[config.mk]
export PLATFORM = sky130hd
export DESIGN_NAME = alu
export DESIGN_NICKNAME = d
export VERILOG_FILES = /design/src/alu_pkg.sv /design/src/alu_operands_if.sv /design/src/alu.sv /design/src/alu_add_sub.sv /design/src/alu_flag_gen.sv /design/src/alu_mul_div.sv /design/src/alu_shift_logic.sv
export SDC_FILE = /design/constraint.sdc
export NUM_CORES = 1
export LEC_CHECK = 0
export BUFFER_PORTS_ARGS = -buffer_cell sky130_fd_sc_hd__clkbuf_2
export CORE_MARGIN = 2
export CORE_UTILIZATION = 40
export DETAILED_ROUTE_END_ITERATION = 7
export PLACE_DENSITY_LB_ADDON = 0.08
export SLEW_MARGIN = 20
export SYNTH_ARGS = -nofsm -noshare
export SYNTH_HDL_FRONTEND = slang
export SYNTH_SLANG_ARGS = --single-unit
[constraint.sdc]
create_clock -name vclk -period 39.1
set_clock_uncertainty 0.2 [all_clocks]
set_input_delay 5.865 -clock vclk [all_inputs]
set_output_delay 5.865 -clock vclk [all_outputs]
set_load 0.005 [all_outputs]
[src/alu_pkg.sv]
// ~~~~~~~~~~~~~~~~~~~~~~~~~~~~~~~~~~~~~~~~~~~~~~~~~~~~~~~~~~~~~~~~~~~~~~~~~~~
// shared definitions for the 8-bit hobby CPU ALU
// operand and result types, opcode numbering and opcode group codes
// ~~~~~~~~~~~~~~~~~~~~~~~~~~~~~~~~~~~~~~~~~~~~~~~~~~~~~~~~~~~~~~~~~~~~~~~~~~~
`default_nettype none

package alu_pkg;

    // one operand or result byte
    typedef logic [7:0] data_t;
    // unit result, bit 8 holds the carry or borrow
    typedef logic [8:0] wide_t;
    // full multiplier output
    typedef logic [15:0] product_t;
    // operation code as it arrives from the microcode
    typedef logic [4:0] alu_op_t;

    // the sign of a two's complement byte lives here
    localparam int sign_bit = 7;

    // op[4:3] picks the group, the arithmetic group spans codes 0 to 15
    localparam logic [1:0] op_group_arith  = 2'd0;
    localparam logic [1:0] op_group_muldiv = 2'd2;
    localparam logic [1:0] op_group_logic  = 2'd3;

    // pass and unary arithmetic
    localparam alu_op_t op_zero  = 5'd0;
    localparam alu_op_t op_a     = 5'd1;
    localparam alu_op_t op_b     = 5'd2;
    localparam alu_op_t op_neg_a = 5'd3;
    localparam alu_op_t op_neg_b = 5'd4;
    localparam alu_op_t op_a_inc = 5'd5;
    localparam alu_op_t op_b_inc = 5'd6;
    localparam alu_op_t op_a_dec = 5'd7;
    localparam alu_op_t op_b_dec = 5'd8;

    // two operand add and subtract, the _c forms consume carry_in
    localparam alu_op_t op_a_plus_b         = 5'd9;
    localparam alu_op_t op_a_minus_b        = 5'd10;
    localparam alu_op_t op_b_minus_a        = 5'd11;
    localparam alu_op_t op_a_minus_b_signed = 5'd12;
    localparam alu_op_t op_a_plus_b_c       = 5'd13;
    localparam alu_op_t op_a_minus_b_c      = 5'd14;
    localparam alu_op_t op_b_minus_a_c      = 5'd15;

    // multiply, divide and the shifts share group 2
    localparam alu_op_t op_mul_lo = 5'd16;
    localparam alu_op_t op_mul_hi = 5'd17;
    localparam alu_op_t op_div    = 5'd18;
    localparam alu_op_t op_mod    = 5'd19;
    localparam alu_op_t op_shl    = 5'd20;
    localparam alu_op_t op_shr    = 5'd21;

    // bitwise ops, codes 22 to 24 and 27 to 31 are unused
    localparam alu_op_t op_a_and_b = 5'd25;
    localparam alu_op_t op_a_or_b  = 5'd26;

endpackage

`default_nettype wire

[src/alu_operands_if.sv]
// ~~~~~~~~~~~~~~~~~~~~~~~~~~~~~~~~~~~~~~~~~~~~~~~~~~~~~~~~~~~~~~~~~~~~~~~~~~~
// ALU operand bundle
// carries both operands, the opcode and carry in to every function unit
// ~~~~~~~~~~~~~~~~~~~~~~~~~~~~~~~~~~~~~~~~~~~~~~~~~~~~~~~~~~~~~~~~~~~~~~~~~~~
`timescale 1ns/100ps
`default_nettype none

interface alu_operands_if;

    // all plain levels, there is no handshake on this bundle
    alu_pkg::data_t   a;
    alu_pkg::data_t   b;
    alu_pkg::alu_op_t op;
    logic             carry_in;

    // the top level drives the bundle
    modport source (output a, output b, output op, output carry_in);
    // the function units and the flag generator only look at it
    modport unit (input a, input b, input op, input carry_in);

endinterface

`default_nettype wire

[src/alu.sv]
// ~~~~~~~~~~~~~~~~~~~~~~~~~~~~~~~~~~~~~~~~~~~~~~~~~~~~~~~~~~~~~~~~~~~~~~~~~~~
// 8-bit combinational ALU, top level
// bundles the inputs for the function units and collects result and flags
// ~~~~~~~~~~~~~~~~~~~~~~~~~~~~~~~~~~~~~~~~~~~~~~~~~~~~~~~~~~~~~~~~~~~~~~~~~~~
`timescale 1ns/100ps
`default_nettype none

module alu (
    input  wire alu_pkg::data_t   a,
    input  wire alu_pkg::data_t   b,
    input  wire alu_pkg::alu_op_t op,
    input  wire logic             carry_in,
    output alu_pkg::data_t        result,
    output logic                  flag_c,
    output logic                  flag_z,
    output logic                  flag_n,
    output logic                  flag_o,
    output logic                  flag_gt,
    output logic                  flag_lt,
    output logic                  flag_eq,
    output logic                  flag_ne
);
    import alu_pkg::*;

    // the top level is the only source of the operand bundle
    alu_operands_if operands ();

    assign operands.a        = a;
    assign operands.b        = b;
    assign operands.op       = op;
    assign operands.carry_in = carry_in;

    // each unit returns its own 9-bit answer, carry on top
    wide_t sum;
    wide_t quotient;
    wide_t shifted;
    logic  overflow;
    logic  div_zero;

    alu_add_sub add_sub_i (
        .operands (operands),
        .sum      (sum),
        .overflow (overflow)
    );

    alu_mul_div mul_div_i (
        .operands (operands),
        .quotient (quotient),
        .div_zero (div_zero)
    );

    alu_shift_logic shift_logic_i (
        .operands (operands),
        .shifted  (shifted)
    );

    alu_flag_gen flag_gen_i (
        .operands (operands),
        .sum      (sum),
        .quotient (quotient),
        .shifted  (shifted),
        .overflow (overflow),
        .div_zero (div_zero),
        .result   (result),
        .flag_c   (flag_c),
        .flag_z   (flag_z),
        .flag_n   (flag_n),
        .flag_o   (flag_o),
        .flag_gt  (flag_gt),
        .flag_lt  (flag_lt),
        .flag_eq  (flag_eq),
        .flag_ne  (flag_ne)
    );

endmodule

`default_nettype wire

[src/alu_add_sub.sv]
// ~~~~~~~~~~~~~~~~~~~~~~~~~~~~~~~~~~~~~~~~~~~~~~~~~~~~~~~~~~~~~~~~~~~~~~~~~~~
// ALU arithmetic unit
// pass, negate, increment, decrement, add and subtract in 9 bits so
// that bit 8 carries the carry or borrow, plus signed overflow detection
// ~~~~~~~~~~~~~~~~~~~~~~~~~~~~~~~~~~~~~~~~~~~~~~~~~~~~~~~~~~~~~~~~~~~~~~~~~~~
`timescale 1ns/100ps
`default_nettype none

module alu_add_sub (
    alu_operands_if.unit   operands,
    output alu_pkg::wide_t sum,
    output logic           overflow
);
    import alu_pkg::*;

    // zero extended copies so every sum keeps its carry in bit 8
    wide_t a_w;
    wide_t b_w;
    wide_t c_w;

    assign a_w = {1'b0, operands.a};
    assign b_w = {1'b0, operands.b};
    assign c_w = {8'b0, operands.carry_in};

    // adding two values of the same sign must not flip the sign
    function automatic logic add_ovf(input logic l, input logic r, input logic res);
        return (l == r) && (res != l);
    endfunction

    // subtracting values of opposite sign must keep the minuend's sign
    function automatic logic sub_ovf(input logic m, input logic s, input logic res);
        return (m != s) && (res != m);
    endfunction

    always_comb begin
        sum      = '0;
        overflow = 1'b0;
        case (operands.op)
            op_zero:  sum = '0;
            op_a:     sum = a_w;
            op_b:     sum = b_w;
            // negate is 0 minus the operand, so any non-zero value borrows
            op_neg_a: sum = 9'd0 - a_w;
            op_neg_b: sum = 9'd0 - b_w;
            // these set carry on wrap but never consume it
            op_a_inc: sum = a_w + 9'd1;
            op_b_inc: sum = b_w + 9'd1;
            op_a_dec: sum = a_w - 9'd1;
            op_b_dec: sum = b_w - 9'd1;
            op_a_plus_b, op_a_plus_b_c: begin
                // carry_in is zero-extended so it adds only for the _c form
                sum = (operands.op == op_a_plus_b_c) ? a_w + b_w + c_w : a_w + b_w;
                overflow = add_ovf(operands.a[sign_bit], operands.b[sign_bit],
                                   sum[sign_bit]);
            end
            op_a_minus_b, op_a_minus_b_signed, op_a_minus_b_c: begin
                // the signed compare form computes exactly like A-B
                sum = (operands.op == op_a_minus_b_c) ? a_w - b_w - c_w : a_w - b_w;
                overflow = sub_ovf(operands.a[sign_bit], operands.b[sign_bit],
                                   sum[sign_bit]);
            end
            op_b_minus_a, op_b_minus_a_c: begin
                sum = (operands.op == op_b_minus_a_c) ? b_w - a_w - c_w : b_w - a_w;
                overflow = sub_ovf(operands.b[sign_bit], operands.a[sign_bit],
                                   sum[sign_bit]);
            end
            // codes 16 and up belong to the other units
            default: sum = '0;
        endcase
    end

endmodule

`default_nettype wire

[src/alu_flag_gen.sv]
// ~~~~~~~~~~~~~~~~~~~~~~~~~~~~~~~~~~~~~~~~~~~~~~~~~~~~~~~~~~~~~~~~~~~~~~~~~~~
// ALU result select and flag generation
// picks the unit result by opcode group and forms the eight flags
// ~~~~~~~~~~~~~~~~~~~~~~~~~~~~~~~~~~~~~~~~~~~~~~~~~~~~~~~~~~~~~~~~~~~~~~~~~~~
`timescale 1ns/100ps
`default_nettype none

module alu_flag_gen (
    alu_operands_if.unit   operands,
    input  alu_pkg::wide_t sum,
    input  alu_pkg::wide_t quotient,
    input  alu_pkg::wide_t shifted,
    input  logic           overflow,
    input  logic           div_zero,
    output alu_pkg::data_t result,
    output logic           flag_c,
    output logic           flag_z,
    output logic           flag_n,
    output logic           flag_o,
    output logic           flag_gt,
    output logic           flag_lt,
    output logic           flag_eq,
    output logic           flag_ne
);
    import alu_pkg::*;

    wide_t selected;
    logic  signed_cmp;

    always_comb begin
        selected = '0;
        flag_o   = 1'b0;
        case (operands.op[4:3])
            // the arithmetic group fills both of the lower quarters
            op_group_arith, op_group_arith + 2'd1: begin
                selected = sum;
                flag_o   = overflow;
            end
            op_group_muldiv: begin
                // shifts share this group, each unit is 0 outside its own codes
                selected = quotient | shifted;
                flag_o   = div_zero;
            end
            op_group_logic: selected = shifted;
            default: selected = '0;
        endcase
    end

    assign result = selected[7:0];
    assign flag_c = selected[8];
    assign flag_z = (selected[7:0] == 8'd0);
    assign flag_n = selected[sign_bit];

    // magnitude compare is unsigned except for the signed subtract form
    assign signed_cmp = (operands.op == op_a_minus_b_signed);
    assign flag_gt = signed_cmp ? ($signed(operands.a) > $signed(operands.b))
                                : (operands.a > operands.b);
    assign flag_lt = signed_cmp ? ($signed(operands.a) < $signed(operands.b))
                                : (operands.a < operands.b);

    // equality does not depend on signedness
    assign flag_eq = (operands.a == operands.b);
    assign flag_ne = (operands.a != operands.b);

endmodule

`default_nettype wire

[src/alu_mul_div.sv]
// ~~~~~~~~~~~~~~~~~~~~~~~~~~~~~~~~~~~~~~~~~~~~~~~~~~~~~~~~~~~~~~~~~~~~~~~~~~~
// ALU multiply and divide unit
// unsigned 8x8 multiply with low or high byte out, unsigned divide and
// modulo, a zero divisor yields 0 with carry and the divide-by-zero bit
// ~~~~~~~~~~~~~~~~~~~~~~~~~~~~~~~~~~~~~~~~~~~~~~~~~~~~~~~~~~~~~~~~~~~~~~~~~~~
`timescale 1ns/100ps
`default_nettype none

module alu_mul_div (
    alu_operands_if.unit   operands,
    output alu_pkg::wide_t quotient,
    output logic           div_zero
);
    import alu_pkg::*;

    // one shared multiplier feeds both the low and the high byte ops
    product_t product;
    logic     b_is_zero;

    assign product   = product_t'(operands.a) * product_t'(operands.b);
    assign b_is_zero = (operands.b == 8'd0);

    // only divide and modulo care about a zero divisor
    assign div_zero = b_is_zero && (operands.op == op_div || operands.op == op_mod);

    always_comb begin
        quotient = '0;
        case (operands.op)
            // carry flags that the product spilled into the high byte
            op_mul_lo: quotient = {(product[15:8] != 8'd0), product[7:0]};
            op_mul_hi: quotient = {1'b0, product[15:8]};
            op_div: begin
                if (b_is_zero) quotient = {1'b1, 8'd0};
                else quotient = {1'b0, operands.a / operands.b};
            end
            op_mod: begin
                if (b_is_zero) quotient = {1'b1, 8'd0};
                else quotient = {1'b0, operands.a % operands.b};
            end
            // everything else, the shifts included, is somebody else's job
            default: quotient = '0;
        endcase
    end

endmodule

`default_nettype wire

[src/alu_shift_logic.sv]
// ~~~~~~~~~~~~~~~~~~~~~~~~~~~~~~~~~~~~~~~~~~~~~~~~~~~~~~~~~~~~~~~~~~~~~~~~~~~
// ALU shift and logic unit
// shift left and logical shift right through carry by b places,
// bitwise AND and OR
// ~~~~~~~~~~~~~~~~~~~~~~~~~~~~~~~~~~~~~~~~~~~~~~~~~~~~~~~~~~~~~~~~~~~~~~~~~~~
`timescale 1ns/100ps
`default_nettype none

module alu_shift_logic (
    alu_operands_if.unit   operands,
    output alu_pkg::wide_t shifted
);
    import alu_pkg::*;

    // carry_in enters below bit 0 on a left shift and above bit 7 on a right shift
    wide_t shl_src;
    wide_t shr_src;
    wide_t shl_out;
    wide_t shr_out;
    wide_t shr_last;
    data_t amount_less_one;

    assign shl_src         = {operands.a, operands.carry_in};
    assign shr_src         = {operands.carry_in, operands.a};
    assign amount_less_one = operands.b - 8'd1;

    // the first place of the left shift is taken by the 9-bit framing itself
    assign shl_out = shl_src << amount_less_one;
    assign shr_out = shr_src >> operands.b;

    // last bit shifted out on the right, it is 0 once b goes past 9
    assign shr_last = shr_src >> amount_less_one;

    always_comb begin
        shifted = '0;
        case (operands.op)
            op_shl: begin
                if (operands.b == 8'd0) shifted = {1'b0, operands.a};
                else shifted = shl_out;
            end
            op_shr: begin
                // a zero shift leaves a alone with carry clear
                if (operands.b == 8'd0) shifted = {1'b0, operands.a};
                else shifted = {shr_last[0], shr_out[7:0]};
            end
            op_a_and_b: shifted = {1'b0, operands.a & operands.b};
            op_a_or_b:  shifted = {1'b0, operands.a | operands.b};
            // XOR, NOT, rotates, arithmetic shift right and BCD are not built
            default: shifted = '0;
        endcase
    end

endmodule

`default_nettype wire

==> flow_summary_export.csv, run 1 <==
group,metric,value,unit
status,status,"finished, final reports clean",
synth,synth_xor_area_share,7.50,%
global_route,grt_pass1_vias,8971,
critical_path,crit_start,"b[7]",
synth,synth_area_leaders,"ha_1 (18%), fa_1 (9.6%), xnor2_1 (5.0%), nor2_1 (4.9%), inv_1 (3.9%)",
timing,finalCritPeriodShare,64.6,%
layout,multi_input_area,8140,um2
cts,post_cts_resized,0,
cts,cts_setup_buffers,0,
layout,n_fill_cell,2362,
timing,finalHoldViolCount,0,
layout,seq_area,0,um2
critical_path,cpLargestDelayFamily,"simple AND/OR/NAND/NOR gates",
global_route,track_usage,30.6,%
synth,synth_compound_area_share,26.8,%
timing,tightest_slew,0.959,ns
critical_path,max_stage_delay,0.72,ns
worst_hold_path,min_from,"carry_in",
die,start_util,40.4,%
layout,layout.nets,1386,
worst_hold_path,whs_path_depth,4,
critical_path,endpoint_kind,"output pin",
timing,slew_viol_final,0,
place,place.gp.congestion,0.978,
critical_path,slowest_stage,"o221ai_1",
layout,final_common_cell,"ha_1",
power_and_ir_drop,p_leak,0.00408,uW
die,core_area,21700,um2
global_route,antenna_found_initial,0,
layout,layout_common_cells,"ha_1 (129), nor2_1 (115), inv_1 (92)",
critical_path,cp.required,33.03,ns
layout,drive_above_1_share,8.82,%
layout,nClkBuffers,0,
timing,holdWs,12.32,ns
worst_hold_path,worstHoldPathType,"primary input to output pin",
synth,yosys.area_share.simple,25.7,%
critical_path,critPathMaxFanout,21,
timing,slew-limit-headroom,35.5,%
synth,synth.distinct_cells,95,
synth,synth.area.mux_share,4.90,%
synth,synth_top_family_by_area,"adder cells",
die,die_w,152,um
routing,vias_per_cell,6.44,
layout,diodes,0,
synth,synth_top_area_cell,"ha_1",
critical_path,critical_path_arrival,19.21,ns
synth,synth_nets,1389,
global_route,grt-ovfl-total,0,
place,post-dp-hpwl,27800,um
global_route,grt_pass1_wl,55600,um
critical_path,crit_buf_inv,7,
die,die_h,152,um
timing,tns,0,ns
global_route,grt_max_degree,37,
routing,ant_nets,0,
routing,drt_first_pass_iters,6,
power_and_ir_drop,vdd_ir_drop_max,0.0000311,V
die,dieArea,23100,um2
synth,ys_seq_area_share,0,%
synth,yosys_warnings,0,
routing,drcViolationCount,0,
critical_path,path_class,"primary input to output pin",
layout,area_delta_synth_final,4.87,%
power_and_ir_drop,cellPowerDensity,25.3,nW/um2
place,port-buffer-count,38,
synth,synth_top_area_share,18.4,%
worst_hold_path,hold_end,"result[0]",
layout,design.seq.count,0,
synth,syn-cell-area,8760,um2
layout,final_util,42.4,%
routing,wl_per_cell,24.8,um
synth,syn_area_per_cell,7.33,um2
timing,fin_crit,25.27,ns
critical_path,critical_path.most_common_cell,"ha_1",
cts,hold_buffers,0,
timing,setup_viol,0,
die,io_pins,38,
routing,drtIter0Drc,854,
timing,fmax,39.6,MHz
synth,synth_fa_ha_area_share,28.0,%
routing,totalWireLength,36500,um
synth,syn_inst,1196,
routing,vias,9478,
place,placed_area,9190,um2
layout,final_area,9190,um2
timing,rsz0062_at_grt,"false",
die,rows,54,
run,drv_cap,0,
critical_path,start_kind,"primary input",
-- through the flow --
stage                     power [uW]  instances  worst slack [ns]
after floorplan                  159       1196             16.10
final                            232       1471             13.83
after detailed placement         228       1471             14.05
after global placement           229       1471             14.39
after CTS                        230       1471             14.02
after global routing             254       1471             12.80
-- layer usage --
layer	wire, um	GRT usage [%]	vias up
li1	-	-	4382
met1	16100	42.7	4536
met2	15900	47.7	445
met3	2440	2.57	115
met4	2070	14.6	0
met5	0	0	-
-- where the power goes --
group	total [uW]	internal (uW)	switching, uW
clock	0	0	0
sequential	0	0	0
combinational	232	86.4	146
total	232	86.4	146
-- cell usage after synthesis, drive strengths merged, types with 5 or more instances --
master,n
nand3,29
o21a,17
nor2,117
a211o,6
o21bai,11
o21ai,53
a21o,14
nor3,46
xor2,25
a2111oi,6
nor4,9
a22oi,10
ha,129
nor2b,21
or3,17
o22ai,13
o211a,7
a221oi,7
o221ai,8
clkbuf,35
o31a,5
o211ai,23
mux2,7
nor3b,10
nand2,87
a21oi,57
buf,29
a22o,5
fa,42
inv,92
or2,7
nand2b,10
a31oi,13
nand4,12
mux2i,26
nand3b,8
and3,10
a211oi,24
xnor2,50
and2,12
or4,5
-- area by class of cell --
class | instances | share of cell area, %
Inverter | 93 | 3.80
Multi-Input combinational cell | 1039 | 88.6
Tap cell | 280 | 3.81
Timing Repair Buffer | 59 | 3.79
-- kinds of logic (layout without fill, tap and decap cells) --
family / Yosys count / after routing
xor gates and xnor gates: 75 / 75
and+or+nand+nor: 427 / 427
AOI/OAI and AO/OA: 329 / 329
buffers and inverters: 157 / 152
adders and majority gates: 171 / 171
muxes: 37 / 37
-- worst max-delay path by stage --
stage              to  slack, ns  depth (start not counted)
4_1_cts        flag_z      14.02                         54
3_3_place_gp   flag_z      14.39                         54
2_1_floorplan  flag_z      16.10                         53
5_1_grt        flag_z      12.80                         53
6_report       flag_z      13.83                         54
3_5_place_dp   flag_z      14.05                         54
(Power assumes the default switching activity.)
==> inputs of run 2 (changes only) <==
--- a/config.mk
+++ b/config.mk
@@ -5,6 +5,7 @@
 export SDC_FILE = /design/constraint.sdc
 export NUM_CORES = 1
 export LEC_CHECK = 0
+export ABC_AREA = 1
 export BUFFER_PORTS_ARGS = -buffer_cell sky130_fd_sc_hd__clkbuf_2
 export CORE_MARGIN = 2
 export CORE_UTILIZATION = 40
==> constraint.sdc (replaced) <==
create_clock -name vclk -period 20.4
set_clock_uncertainty 0.2 [all_clocks]
set_input_delay 3.06 -clock vclk [all_inputs]
set_output_delay 3.06 -clock vclk [all_outputs]
set_load 0.005 [all_outputs]
==> run 2 against run 1 <==
Compared with the run above:
- die area fell by 1.9%
- flip-flop and latch count is the same
- clock-buffer cell count unchanged
- global-route usage is 1.2 points lower
- critical path type unchanged
- largest power group unchanged
- highest routed layer unchanged
==> flow_summary_export.csv, run 2 <==
group,metric,value,unit
status,status,"finished, final reports clean",
routing,vias,9697,
place,place.gp.congestion,0.972,
critical_path,critical_path_arrival,14.08,ns
synth,syn-cell-area,8590,um2
global_route,grt_pass1_vias,9219,
synth,syn_area_per_cell,5.84,um2
run,drv_cap,0,
power_and_ir_drop,cellPowerDensity,43.8,nW/um2
layout,design.seq.count,0,
layout,layout_common_cells,"nand2_1 (389), inv_1 (223), ha_1 (129)",
synth,synth_compound_area_share,16.4,%
routing,totalWireLength,33200,um
critical_path,cp.required,17.14,ns
layout,layout.nets,1682,
critical_path,path_class,"primary input to output pin",
routing,ant_nets,0,
routing,drt_first_pass_iters,5,
synth,yosys.area_share.simple,36.8,%
layout,final_common_cell,"nand2_1",
layout,drive_above_1_share,6.93,%
power_and_ir_drop,p_leak,0.00497,uW
routing,vias_per_cell,5.50,
global_route,antenna_found_initial,0,
cts,post_cts_resized,0,
die,io_pins,38,
critical_path,max_stage_delay,0.50,ns
die,die_w,151,um
routing,drcViolationCount,0,
worst_hold_path,worstHoldPathType,"primary input to output pin",
synth,synthTopCellsByCount,"nand2_1 (389), inv_1 (223), ha_1 (129)",
die,core_area,21000,um2
synth,synth_fa_ha_area_share,28.6,%
critical_path,start_kind,"primary input",
timing,finalHoldViolCount,0,
routing,drtIter0Drc,835,
place,post-dp-hpwl,26500,um
place,placed_area,9020,um2
die,die_h,151,um
layout,diodes,0,
synth,synth_top_area_share,18.8,%
layout,final_area,9020,um2
timing,slew-limit-headroom,44.8,%
timing,setup_viol,0,
synth,synth_area_leaders,"ha_1 (19%), nand2_1 (17%), fa_1 (9.8%), inv_1 (9.7%), nand3_1 (6.8%)",
die,dieArea,22700,um2
synth,yosysMostFrequentCell,"nand2_1",
place,port-buffer-count,38,
timing,tns,0,ns
synth,synth.area.mux_share,0,%
critical_path,critical_path.most_common_cell,"nand2_1",
synth,yosys_warnings,0,
routing,wl_per_cell,18.9,um
power_and_ir_drop,comb_power_share,100.0,%
die,start_util,40.9,%
power_and_ir_drop,vdd_ir_drop_max,0.0000350,V
timing,fin_crit,17.34,ns
timing,finalCritPeriodShare,85.0,%
critical_path,slowest_stage,"clkbuf_2",
cts,hold_buffers,0,
die,rows,53,
power_and_ir_drop,power_frac_seq,0,%
timing,slew_viol_final,0,
critical_path,endpoint_kind,"output pin",
critical_path,critPathMaxFanout,28,
power_and_ir_drop,p_int,137,uW
synth,synth_xor_area_share,5.30,%
synth,synth_top_family_by_area,"simple AND/OR/NAND/NOR gates",
layout,seq_area,0,um2
layout,area_delta_synth_final,5.02,%
power_and_ir_drop,p_sw_share,65.5,%
synth,synth_nets,1664,
synth,ys_seq_area_share,0,%
timing,tightest_slew,0.820,ns
timing,rsz0062_at_grt,"false",
power_and_ir_drop,clkPwrFrac,0,%
global_route,grt_max_degree,29,
global_route,grt_pass1_wl,51100,um
cts,cts_setup_buffers,0,
synth,syn_inst,1471,
timing,fmax,57.7,MHz
layout,nClkBuffers,0,
power_and_ir_drop,switching_power,259,uW
global_route,track_usage,29.4,%
global_route,grt-ovfl-total,0,
synth,synth_top_area_cell,"ha_1",
synth,synth.distinct_cells,51,
==> run 2: changes by cell type after synthesis, moves of 15 or more <==
| cell | change |
|---|---|
| a211oi_1 | -20 |
| a21oi_1 | +40 |
| o21ai_0 | +25 |
| buf_2 | -18 |
| clkbuf_1 | -15 |
| xnor2_1 | -38 |
| or3_1 | -15 |
| nor3_1 | -25 |
| inv_1 | +131 |
| mux2i_1 | -26 |
| nor2b_1 | -21 |
| xor2_1 | +15 |
| nand2_1 | +302 |
| nand3_1 | +88 |
==> run 2: path summary, 6_finish.rpt <==
path,to,slack (ns),start,cells past startpoint
worst min-delay path,flag_o,6.61,b[7],5
worst max-delay path,flag_z,3.06,b[0],72
==> run 2: layer usage <==
layer	vias up	part of all wire, %	global-route usage (%)
met5	-	0	0
met4	0	5.0	11.6
met3	86	5.4	1.06
met2	360	47	50.7
met1	4431	43	38.6
li1	4820	-	-
==> run 2: power groups by stage <==
stage                     Combinational (uW)  Clock, uW  Sequential (uW)
after floorplan                          285          0                0
after global placement                   390          0                0
after detailed placement                 390          0                0
after CTS                                394          0                0
after global routing                     446          0                0
final                                    396          0                0
==> run 2: critical path: cells and delay by family <==
kind	cells	cell delay [ns]
fa+ha+maj	8	2.68
buf+inv	14	2.19
compound gates	16	2.34
simple gates	34	3.78
==> run 2: cell type report <==
class,count,area (um2)
repair buffers,50,280
multi-input cells,1191,7480
inverters,246,923
fillers,2377,12000
well taps,275,344
==> run 2: cells by family after synthesis <==
group           count (synthesis)
xor+xnor                       52
buf+inv                       280
simple gates                  719
fa+ha+maj                     171
compound gates                249
==> run 2: per-stage QoR <==
step                hold WS [ns]  setup slack, ns  std cells  utilization (%)  total power, uW
detailed placement          6.60             3.19       1762             42.9              390
global placement            6.61             3.57       1762             42.9              390
global route                6.66             1.58       1762             42.9              446
finish                      6.61             3.06       1762             42.9              396
CTS                         6.60             3.17       1762             42.9              394
floorplan                   6.19             4.93       1471                -              285
